File: src/hw/uart_bridge_defs.svh
`ifndef UART_BRIDGE_DEFS_SVH
`define UART_BRIDGE_DEFS_SVH

// Bit period of 291 clocks, counter runs 0 to 290
`define UART_BAUD_FULL 290
`define UART_BAUD_HALF 145

// Slave register map
`define UART_ADDR_TX_DATA 32'h8002_0000
`define UART_ADDR_TX_BUSY 32'h8002_0010
`define UART_ADDR_RX_DATA 32'h8002_0020
`define UART_ADDR_RX_FLAG 32'h8002_0030

// Command bytes seen by the decoder
`define UART_CMD_RST_CLR  8'h10
`define UART_CMD_RST_SET  8'h11
`define UART_CMD_PROG_MEM 8'h30
`define UART_CMD_COM_MODE 8'h50

`define BUS_W 32

`endif

File: src/hw/uart_bridge_pkg.sv
`default_nettype none

`include "uart_bridge_defs.svh"

package uart_bridge_pkg;

   typedef struct packed {
      logic              valid;
      logic [`BUS_W-1:0] addr;
      logic [`BUS_W-1:0] data;
   } bus_wr_t;

   typedef struct packed {
      logic              valid;
      logic [`BUS_W-1:0] addr;
   } bus_rd_req_t;

   typedef struct packed {
      logic              ready;
      logic [`BUS_W-1:0] data;
   } bus_rd_rsp_t;

   // Upper half of addr always zero
   typedef struct packed {
      logic              valid;
      logic [`BUS_W-1:0] addr;
      logic [`BUS_W-1:0] data;
   } mem_wr_t;

   typedef struct packed {
      logic       valid;
      logic [7:0] data;
   } rx_byte_t;

endpackage

`default_nettype wire

File: src/hw/uart_bridge_top.sv
`timescale 1ns/1ps
`default_nettype none

module uart_bridge_top (
   input  logic                         clk,
   input  logic                         c_ex_rst,
   input  logic                         uart_rx,
   output logic                         uart_tx,
   output logic                         user_rst,
   input  uart_bridge_pkg::bus_wr_t     slv_wr,
   input  uart_bridge_pkg::bus_rd_req_t slv_rd_req,
   output uart_bridge_pkg::bus_rd_rsp_t slv_rd_rsp,
   output uart_bridge_pkg::mem_wr_t     mem_wr
);

   uart_bridge_pkg::rx_byte_t rx_byte;
   uart_bridge_pkg::rx_byte_t com_byte;
   logic                      tx_load;
   logic [7:0]                tx_byte;
   logic                      tx_busy;
   logic                      rx_data_rd;
   logic                      rx_flag;
   logic [7:0]                rx_data;

   uart_rx i_uart_rx (
      .clk      (clk),
      .c_ex_rst (c_ex_rst),
      .uart_rx  (uart_rx),
      .rx_byte  (rx_byte)
   );

   uart_tx i_uart_tx (
      .clk      (clk),
      .c_ex_rst (c_ex_rst),
      .tx_load  (tx_load),
      .tx_byte  (tx_byte),
      .uart_tx  (uart_tx),
      .tx_busy  (tx_busy)
   );

   uart_cmd_decoder i_uart_cmd_decoder (
      .clk        (clk),
      .c_ex_rst   (c_ex_rst),
      .rx_byte    (rx_byte),
      .rx_data_rd (rx_data_rd),
      .user_rst   (user_rst),
      .mem_wr     (mem_wr),
      .com_byte   (com_byte),
      .rx_flag    (rx_flag),
      .rx_data    (rx_data)
   );

   uart_bus_regs i_uart_bus_regs (
      .slv_wr     (slv_wr),
      .slv_rd_req (slv_rd_req),
      .slv_rd_rsp (slv_rd_rsp),
      .tx_busy    (tx_busy),
      .rx_flag    (rx_flag),
      .rx_data    (rx_data),
      .com_byte   (com_byte),
      .tx_load    (tx_load),
      .tx_byte    (tx_byte),
      .rx_data_rd (rx_data_rd)
   );

endmodule

`default_nettype wire

File: src/hw/uart_bus_regs.sv
`timescale 1ns/1ps
`default_nettype none

`include "uart_bridge_defs.svh"

module uart_bus_regs (
   input  uart_bridge_pkg::bus_wr_t     slv_wr,
   input  uart_bridge_pkg::bus_rd_req_t slv_rd_req,
   output uart_bridge_pkg::bus_rd_rsp_t slv_rd_rsp,
   input  logic                         tx_busy,
   input  logic                         rx_flag,
   input  logic [7:0]                   rx_data,
   input  uart_bridge_pkg::rx_byte_t    com_byte,
   output logic                         tx_load,
   output logic [7:0]                   tx_byte,
   output logic                         rx_data_rd
);

   logic tx_busy_rd;
   logic rx_flag_rd;

   // Write side, only the transmit register is mapped
   assign tx_load = slv_wr.valid && (slv_wr.addr == `UART_ADDR_TX_DATA);
   assign tx_byte = slv_wr.data[7:0];

   assign tx_busy_rd = slv_rd_req.valid && (slv_rd_req.addr == `UART_ADDR_TX_BUSY);
   assign rx_flag_rd = slv_rd_req.valid && (slv_rd_req.addr == `UART_ADDR_RX_FLAG);
   assign rx_data_rd = slv_rd_req.valid && (slv_rd_req.addr == `UART_ADDR_RX_DATA);

   //--------------------------------------------------------------------------
   // Read mux, zero extended
   always_comb begin
      slv_rd_rsp.ready = tx_busy_rd | rx_flag_rd | rx_data_rd;
      slv_rd_rsp.data  = '0;
      if (tx_busy_rd) begin
         slv_rd_rsp.data[0] = tx_busy;
      end
      else if (rx_flag_rd) begin
         slv_rd_rsp.data[0] = rx_flag | com_byte.valid;
      end
      else if (rx_data_rd) begin
         // Bypass a byte arriving in the same cycle
         slv_rd_rsp.data[7:0] = com_byte.valid ? com_byte.data : rx_data;
      end
   end

endmodule

`default_nettype wire

File: src/hw/uart_cmd_decoder.sv
`timescale 1ns/1ps
`default_nettype none

`include "uart_bridge_defs.svh"

module uart_cmd_decoder (
   input  logic                      clk,
   input  logic                      c_ex_rst,
   input  uart_bridge_pkg::rx_byte_t rx_byte,
   input  logic                      rx_data_rd,
   output logic                      user_rst,
   output uart_bridge_pkg::mem_wr_t  mem_wr,
   output uart_bridge_pkg::rx_byte_t com_byte,
   output logic                      rx_flag,
   output logic [7:0]                rx_data
);

   typedef enum logic [2:0] {
      CMD_EXEC,
      CMD_ADD_B0,
      CMD_ADD_B1,
      CMD_DAT_B0,
      CMD_DAT_B1,
      CMD_DAT_B2,
      CMD_DAT_B3,
      CMD_COM_MODE
   } cmd_state_t;

   cmd_state_t  state;
   logic [15:0] wr_addr;
   logic [23:0] wr_data;

   always_ff @(posedge clk or posedge c_ex_rst) begin
      if (c_ex_rst) begin
         state    <= CMD_EXEC;
         user_rst <= 1'b1;
      end
      else if (rx_byte.valid) begin
         case (state)
            CMD_EXEC: begin
               case (rx_byte.data)
                  `UART_CMD_RST_SET:  user_rst <= 1'b1;
                  `UART_CMD_RST_CLR:  user_rst <= 1'b0;
                  `UART_CMD_PROG_MEM: state <= CMD_ADD_B0;
                  `UART_CMD_COM_MODE: state <= CMD_COM_MODE;
                  default: ;
               endcase
            end
            CMD_ADD_B0: state <= CMD_ADD_B1;
            CMD_ADD_B1: state <= CMD_DAT_B0;
            CMD_DAT_B0: state <= CMD_DAT_B1;
            CMD_DAT_B1: state <= CMD_DAT_B2;
            CMD_DAT_B2: state <= CMD_DAT_B3;
            CMD_DAT_B3: state <= CMD_EXEC;
            // No way out of communication mode
            default: ;
         endcase
      end
   end

   //--------------------------------------------------------------------------
   // Memory write assembly, LSB first
   always_ff @(posedge clk) begin
      if (rx_byte.valid) begin
         case (state)
            CMD_ADD_B0: wr_addr[7:0]   <= rx_byte.data;
            CMD_ADD_B1: wr_addr[15:8]  <= rx_byte.data;
            CMD_DAT_B0: wr_data[7:0]   <= rx_byte.data;
            CMD_DAT_B1: wr_data[15:8]  <= rx_byte.data;
            CMD_DAT_B2: wr_data[23:16] <= rx_byte.data;
            default: ;
         endcase
      end
   end

   assign mem_wr.valid = (state == CMD_DAT_B3) && rx_byte.valid;
   assign mem_wr.addr  = {16'h0000, wr_addr};
   assign mem_wr.data  = {rx_byte.data, wr_data};

   //--------------------------------------------------------------------------
   // Communication mode receive register
   assign com_byte.valid = (state == CMD_COM_MODE) && rx_byte.valid;
   assign com_byte.data  = rx_byte.data;

   always_ff @(posedge clk or posedge c_ex_rst) begin
      if (c_ex_rst) begin
         rx_flag <= 1'b0;
         rx_data <= 8'h00;
      end
      else begin
         if (com_byte.valid) begin
            rx_data <= com_byte.data;
         end
         // A read in the arrival cycle already got the new byte
         rx_flag <= (rx_flag | com_byte.valid) & ~rx_data_rd;
      end
   end

endmodule

`default_nettype wire

File: src/hw/uart_rx.sv
`timescale 1ns/1ps
`default_nettype none

`include "uart_bridge_defs.svh"

module uart_rx (
   input  logic                      clk,
   input  logic                      c_ex_rst,
   input  logic                      uart_rx,
   output uart_bridge_pkg::rx_byte_t rx_byte
);

   typedef enum logic [1:0] {
      RX_WAIT,
      RX_START,
      RX_SHIFT,
      RX_STOP
   } rx_state_t;

   rx_state_t  state;
   logic [2:0] nrx_filt;
   logic       line_low;
   logic [8:0] baud;
   logic [7:0] shreg;
   logic       baud_full;
   logic       baud_half;

   assign baud_full = (baud == 9'(`UART_BAUD_FULL));
   assign baud_half = (baud == 9'(`UART_BAUD_HALF));

   //--------------------------------------------------------------------------
   // Input filter, inverted line and 2-of-3 vote
   always_ff @(posedge clk or posedge c_ex_rst) begin
      if (c_ex_rst) begin
         nrx_filt <= 3'b000;
         line_low <= 1'b0;
      end
      else begin
         nrx_filt <= {nrx_filt[1:0], ~uart_rx};
         line_low <= (nrx_filt[0] & nrx_filt[1]) | (nrx_filt[0] & nrx_filt[2]) |
                     (nrx_filt[1] & nrx_filt[2]);
      end
   end

   //--------------------------------------------------------------------------
   // Frame FSM
   always_ff @(posedge clk or posedge c_ex_rst) begin
      if (c_ex_rst) begin
         state <= RX_WAIT;
         baud  <= '0;
      end
      else begin
         case (state)
            RX_WAIT: begin
               baud <= '0;
               // All three samples low
               if (nrx_filt == 3'b111) begin
                  state <= RX_START;
               end
            end
            RX_START: begin
               baud <= baud + 9'd1;
               if (baud_half) begin
                  baud  <= '0;
                  state <= RX_SHIFT;
               end
            end
            RX_SHIFT: begin
               baud <= baud + 9'd1;
               if (baud_full) begin
                  baud <= '0;
                  // Sentinel in bit 0 means this is the eighth sample
                  if (shreg[0]) begin
                     state <= RX_STOP;
                  end
               end
            end
            default: begin
               baud <= baud + 9'd1;
               if (baud_full) begin
                  state <= RX_WAIT;
               end
            end
         endcase
      end
   end

   // LSB first, sentinel drops out on the last sample
   always_ff @(posedge clk) begin
      if (state == RX_WAIT) begin
         shreg <= 8'h80;
      end
      else if (state == RX_SHIFT && baud_full) begin
         shreg <= {~line_low, shreg[7:1]};
      end
   end

   assign rx_byte.valid = (state == RX_STOP) && baud_full;
   assign rx_byte.data  = shreg;

endmodule

`default_nettype wire

File: src/hw/uart_tx.sv
`timescale 1ns/1ps
`default_nettype none

`include "uart_bridge_defs.svh"

module uart_tx (
   input  logic       clk,
   input  logic       c_ex_rst,
   input  logic       tx_load,
   input  logic [7:0] tx_byte,
   output logic       uart_tx,
   output logic       tx_busy
);

   typedef enum logic [1:0] {
      TX_WAIT,
      TX_START,
      TX_SHIFT,
      TX_STOP
   } tx_state_t;

   tx_state_t  state;
   logic [8:0] shreg;
   logic [8:0] baud;
   logic       baud_full;

   assign baud_full = (baud == 9'(`UART_BAUD_FULL));

   always_ff @(posedge clk or posedge c_ex_rst) begin
      if (c_ex_rst) begin
         state <= TX_WAIT;
         baud  <= '0;
      end
      else begin
         baud <= baud_full ? 9'd0 : baud + 9'd1;
         case (state)
            TX_WAIT: begin
               baud <= '0;
               if (tx_load) begin
                  state <= TX_START;
               end
            end
            TX_START: if (baud_full) state <= TX_SHIFT;
            // Only the stop sentinel left, its first cycle is already the stop bit
            TX_SHIFT: if (shreg == 9'h001) state <= TX_STOP;
            default:  if (baud_full) state <= TX_WAIT;
         endcase
      end
   end

   // Holding register, a new write replaces it even mid-frame
   always_ff @(posedge clk) begin
      if (state == TX_SHIFT && baud_full) begin
         shreg <= {1'b0, shreg[8:1]};
      end
      if (tx_load) begin
         shreg <= {1'b1, tx_byte};
      end
   end

   assign uart_tx = (state == TX_START) ? 1'b0 :
                    (state == TX_SHIFT) ? shreg[0] : 1'b1;
   assign tx_busy = (state != TX_WAIT);

endmodule

`default_nettype wire

File: config.mk
export PLATFORM = sky130hd
export DESIGN_NAME = uart_bridge_top
export DESIGN_NICKNAME = d
export VERILOG_FILES = /design/src/hw/uart_bridge_pkg.sv /design/src/hw/uart_bridge_top.sv /design/src/hw/uart_bus_regs.sv /design/src/hw/uart_cmd_decoder.sv /design/src/hw/uart_rx.sv /design/src/hw/uart_tx.sv
export VERILOG_INCLUDE_DIRS = /design/src /design/src/hw
export SDC_FILE = /design/constraint.sdc
export NUM_CORES = 1
export LEC_CHECK = 0
export BUFFER_PORTS_ARGS = -buffer_cell sky130_fd_sc_hd__buf_2
export CORE_MARGIN = 5
export CORE_UTILIZATION = 40
export DETAILED_ROUTE_END_ITERATION = 8
export PLACE_DENSITY = 0.71
export SETUP_SLACK_MARGIN = 0.2
export SYNTH_ARGS = -nofsm -noshare
export SYNTH_HDL_FRONTEND = slang
export SYNTH_SLANG_ARGS = --single-unit
File: constraint.sdc
create_clock -name clk -period 2.6 [get_ports clk]
set_input_delay 0 -clock clk [delete_from_list [all_inputs] [get_ports clk]]
set_output_delay 0 -clock clk [all_outputs]
set_load 0.005 [all_outputs]
==> flow_summary.yaml <==
global_routing:
  grtUsageTotal: 0.140
  grt_pass1_vias: 3221
  overflow: 0
  grt_max_degree: 40
  antenna_found_initial: 0
  grt_pass1_wl_mm: 15.2
power_and_ir_drop:
  design_power_total_mw: 3.05
  power.leakage_nw: 2.60
  peakVddDrop_uv: 396
  powerDensity_mw_per_mm2: 538
synth:
  synthSimpleGateAreaFrac: 0.172
  synth-adder-area-share: 0.0386
  synth_compound_area_frac: 0.0403
  yosysSeqAreaShare: 0.582
  synthMuxAreaShare: 0.0501
  ys_seq_elements: 96
  avgSynthCellArea_um2: 12.0
  synthXorXnorAreaFrac: 0.0294
  yosysWarnings: 0
  ys_types: 56
  synth_top_family_by_area: "simple AND/OR/NAND/NOR gates"
  synth_edf_count: 48
  syn_area_mm2: 0.00447
  ys.flop_type: "edfxtp_1"
  syn_inst: 373
  synth_async_sr_flop_share: 0.406
detailed_routing:
  viasPerCell: 4.84
  firstDrtPassIters: 4
  drt_iter0_drc: 212
  post_drt_wl_per_cell_um: 14.8
  vias: 3300
  remaining_drc_errors: 0
  drt_wl_total_mm: 10.1
  final_antenna_net_count: 0
placed_design:
  io_buffers: 136
  postPlaceCellArea_mm2: 0.00521
  gp_congestion: 0.818
  dp_hpwl_mm: 7.39
clocking:
  clock_sinks: 96
  htreeDepth: 3
  cts_tree: "yes"
  cts_buffers: 9
  insertion_delay_ps: 360
  cts_root_buf: "clkbuf_8"
  path_clk_slew_ps: 90
  cts_max_path_buffers: 2
finish:
  layout_commonest_cell: "buf_2"
  multiInputGateArea_mm2: 0.00172
  stdcell_area_mm2: 0.00567
  layout-drive-gt1-share: 0.373
  seq_area_mm2: 0.00260
  area.growth.synth_to_final_pct: 27.0
  diodes: 0
  layout_common_cells: "130 x buf_2, 48 x edfxtp_1, 40 x conb_1"
  nets: 651
  fill_cells: 947
worst_setup_path:
  r2r_end: "i_uart_cmd_decoder.rx_data[0]$_DFF_PP0_"
  crit_chain: "inv_2, ha_4, and4bb_1, nand3_2, nor3_4, buf_6, mux2_4, and3_4, buf_6"
  worstRegToRegCells: 9
  critPathLaunch: "i_uart_rx.baud[0]$_DFF_PP0_"
  arrival_ps: 2370
  slowest_delay_ps: 420
  critical-path-top-delay-family: "simple AND/OR/NAND/NOR gates"
  crit_top_cell: "buf_6"
  critPathKind: "reg -> out"
  required_ps: 2600
  cp_max_fo: 6
  crit_buf_inv: 3
  crit_slowest_cell: "dfrtp_2"
  reg2reg_slack_ps: 600
  r2r-start: "i_uart_rx.baud[0]$_DFF_PP0_"
  end_kind: "output port"
  cp-start-kind: "flop"
die:
  die_w_um: 116
  io_pins: 201
  rows: 38
  die_y_um: 116
  start_util: 0.410
  die_area_mm2: 0.0134
  core_mm2: 0.0109
timing:
  final.setup_skew_ps: 16.3
  whs_ps: 142
  hold_viol_final: 0
  final_max_slew_viol_count: 0
  period_share: 0.912
  setup_viol: 0
  worst_pin_slew_ps: 752
  max_freq_mhz: 422
  setup-tns-final_ps: 0
  fin_crit_ps: 2370
  relSlewSlack: 0.498
  rsz0062_at_grt: "yes"
run_status:
  status: "complete, no violations"
flow_run:
  maxCapViolCount: 0
hold_path:
  hold_path_class: "in -> reg"
  hold_end: "i_uart_cmd_decoder.rx_flag$_DFF_PP0_"
  min_from: "slv_rd_req[4]"
  holdPathStages: 3
-- through the flow --
step,utilization,setup slack [ps],cells
2_1_floorplan,-,608,412
3_3_place_gp,0.479,532,650
3_5_place_dp,0.479,478,650
4_1_cts,0.508,201,680
5_1_grt,0.521,104,682
6_report,0.521,228,682
-- power breakdown --
| group | switching, mW | internal [mW] | total, mW |
|---|---|---|---|
| logic | 0.260 | 0.207 | 0.467 |
| registers | 0.0463 | 1.62 | 1.67 |
| clock network | 0.553 | 0.364 | 0.917 |
-- layer usage --
| metal | vias up | GRT usage | share of wire |
|---|---|---|---|
| li1 | 1579 | - | - |
| met1 | 1584 | 0.184 | 0.42 |
| met2 | 128 | 0.233 | 0.50 |
| met3 | 9 | 0.0319 | 0.079 |
| met4 | 0 | 0.0410 | 0.0096 |
| met5 | - | 0 | 0 |
-- synthesized netlist by cell type (all sizes together) (2+ instances only) --
| cell type | count | area [µm²] |
|---|---|---|
| dfrtp | 38 | 951 |
| nand4 | 8 | 50.1 |
| nand2 | 19 | 71.3 |
| nor4b | 6 | 52.6 |
| nand3 | 19 | 95.1 |
| a21oi | 12 | 60.1 |
| and3 | 10 | 62.6 |
| dfxtp | 9 | 180 |
| mux2 | 19 | 214 |
| nand3b | 2 | 15.0 |
| inv | 13 | 48.8 |
| and2 | 2 | 12.5 |
| nor3 | 6 | 46.3 |
| or2 | 2 | 12.5 |
| xor2 | 11 | 96.3 |
| nand2b | 5 | 31.3 |
| xnor2 | 4 | 35.0 |
| and4 | 2 | 17.5 |
| buf | 45 | 325 |
| nor2b | 5 | 31.3 |
| a2bb2oi | 2 | 17.5 |
| or3 | 2 | 12.5 |
| clkbuf | 4 | 15.0 |
| edfxtp | 48 | 1440 |
| nor4 | 11 | 75.1 |
| nor2 | 33 | 124 |
| o21ai | 2 | 10.0 |
| ha | 13 | 163 |
-- cell families (layout without fill, tap and decap cells) --
logic type | count (synthesis) | count (layout)
buf+inv | 62 | 192
other cells | 1 | 40
mux | 20 | 20
xor+xnor | 15 | 15
fa+ha+maj | 14 | 14
flops | 96 | 96
compound gates | 27 | 27
simple gates | 138 | 138
-- area by class of cell --
type                    instances  area share
clock buffers                  10      0.0225
clock inverters                 6     0.00904
inverters                      13     0.00860
multi-input cells             254       0.303
flip-flops and latches         96       0.458
well taps                     140      0.0309
repair buffers                163       0.168
-- how the worst max path moves through the flow --
stage / end / slack, ps / cells past startpoint
5_1_grt: slv_rd_rsp[0] / 100 / 9
4_1_cts: slv_rd_rsp[7] / 200 / 9
3_5_place_dp: slv_rd_rsp[7] / 480 / 9
6_report: slv_rd_rsp[7] / 230 / 9
2_1_floorplan: i_uart_cmd_decoder.wr_data[10]$_DFFE_PP_ / 610 / 4
3_3_place_gp: slv_rd_rsp[7] / 530 / 9
-- repair_timing --
item	4_1_cts	5_1_grt
endpoints found under the setup margin	8	8
pin swaps	1	3
endpoints found under the hold margin	47	0
resized for setup	3	27
gates cloned	1	0
buffers inserted	3	2
hold buffers	10	0
-- state kept, by name, summed over array words and instances, names as in the netlist --
signal and cells:
i_uart_cmd_decoder.rx_flag 1, i_uart_cmd_decoder.user_rst 1, i_uart_rx.state 2, i_uart_rx.baud 9, i_uart_cmd_decoder.state 3, i_uart_tx.shreg 9, i_uart_cmd_decoder.wr_data 24, i_uart_tx.state 2
i_uart_cmd_decoder.rx_data 8, i_uart_cmd_decoder.wr_addr 16, i_uart_rx.nrx_filt 3, i_uart_rx.line_low 1, i_uart_tx.baud 9, i_uart_rx.shreg 8
-- tightest hold or removal path: stages --
cell	delay [ps]
buf_2	110
nor2b_1	160
a21oi_1	170
Power figures use the tool's default switching activity.
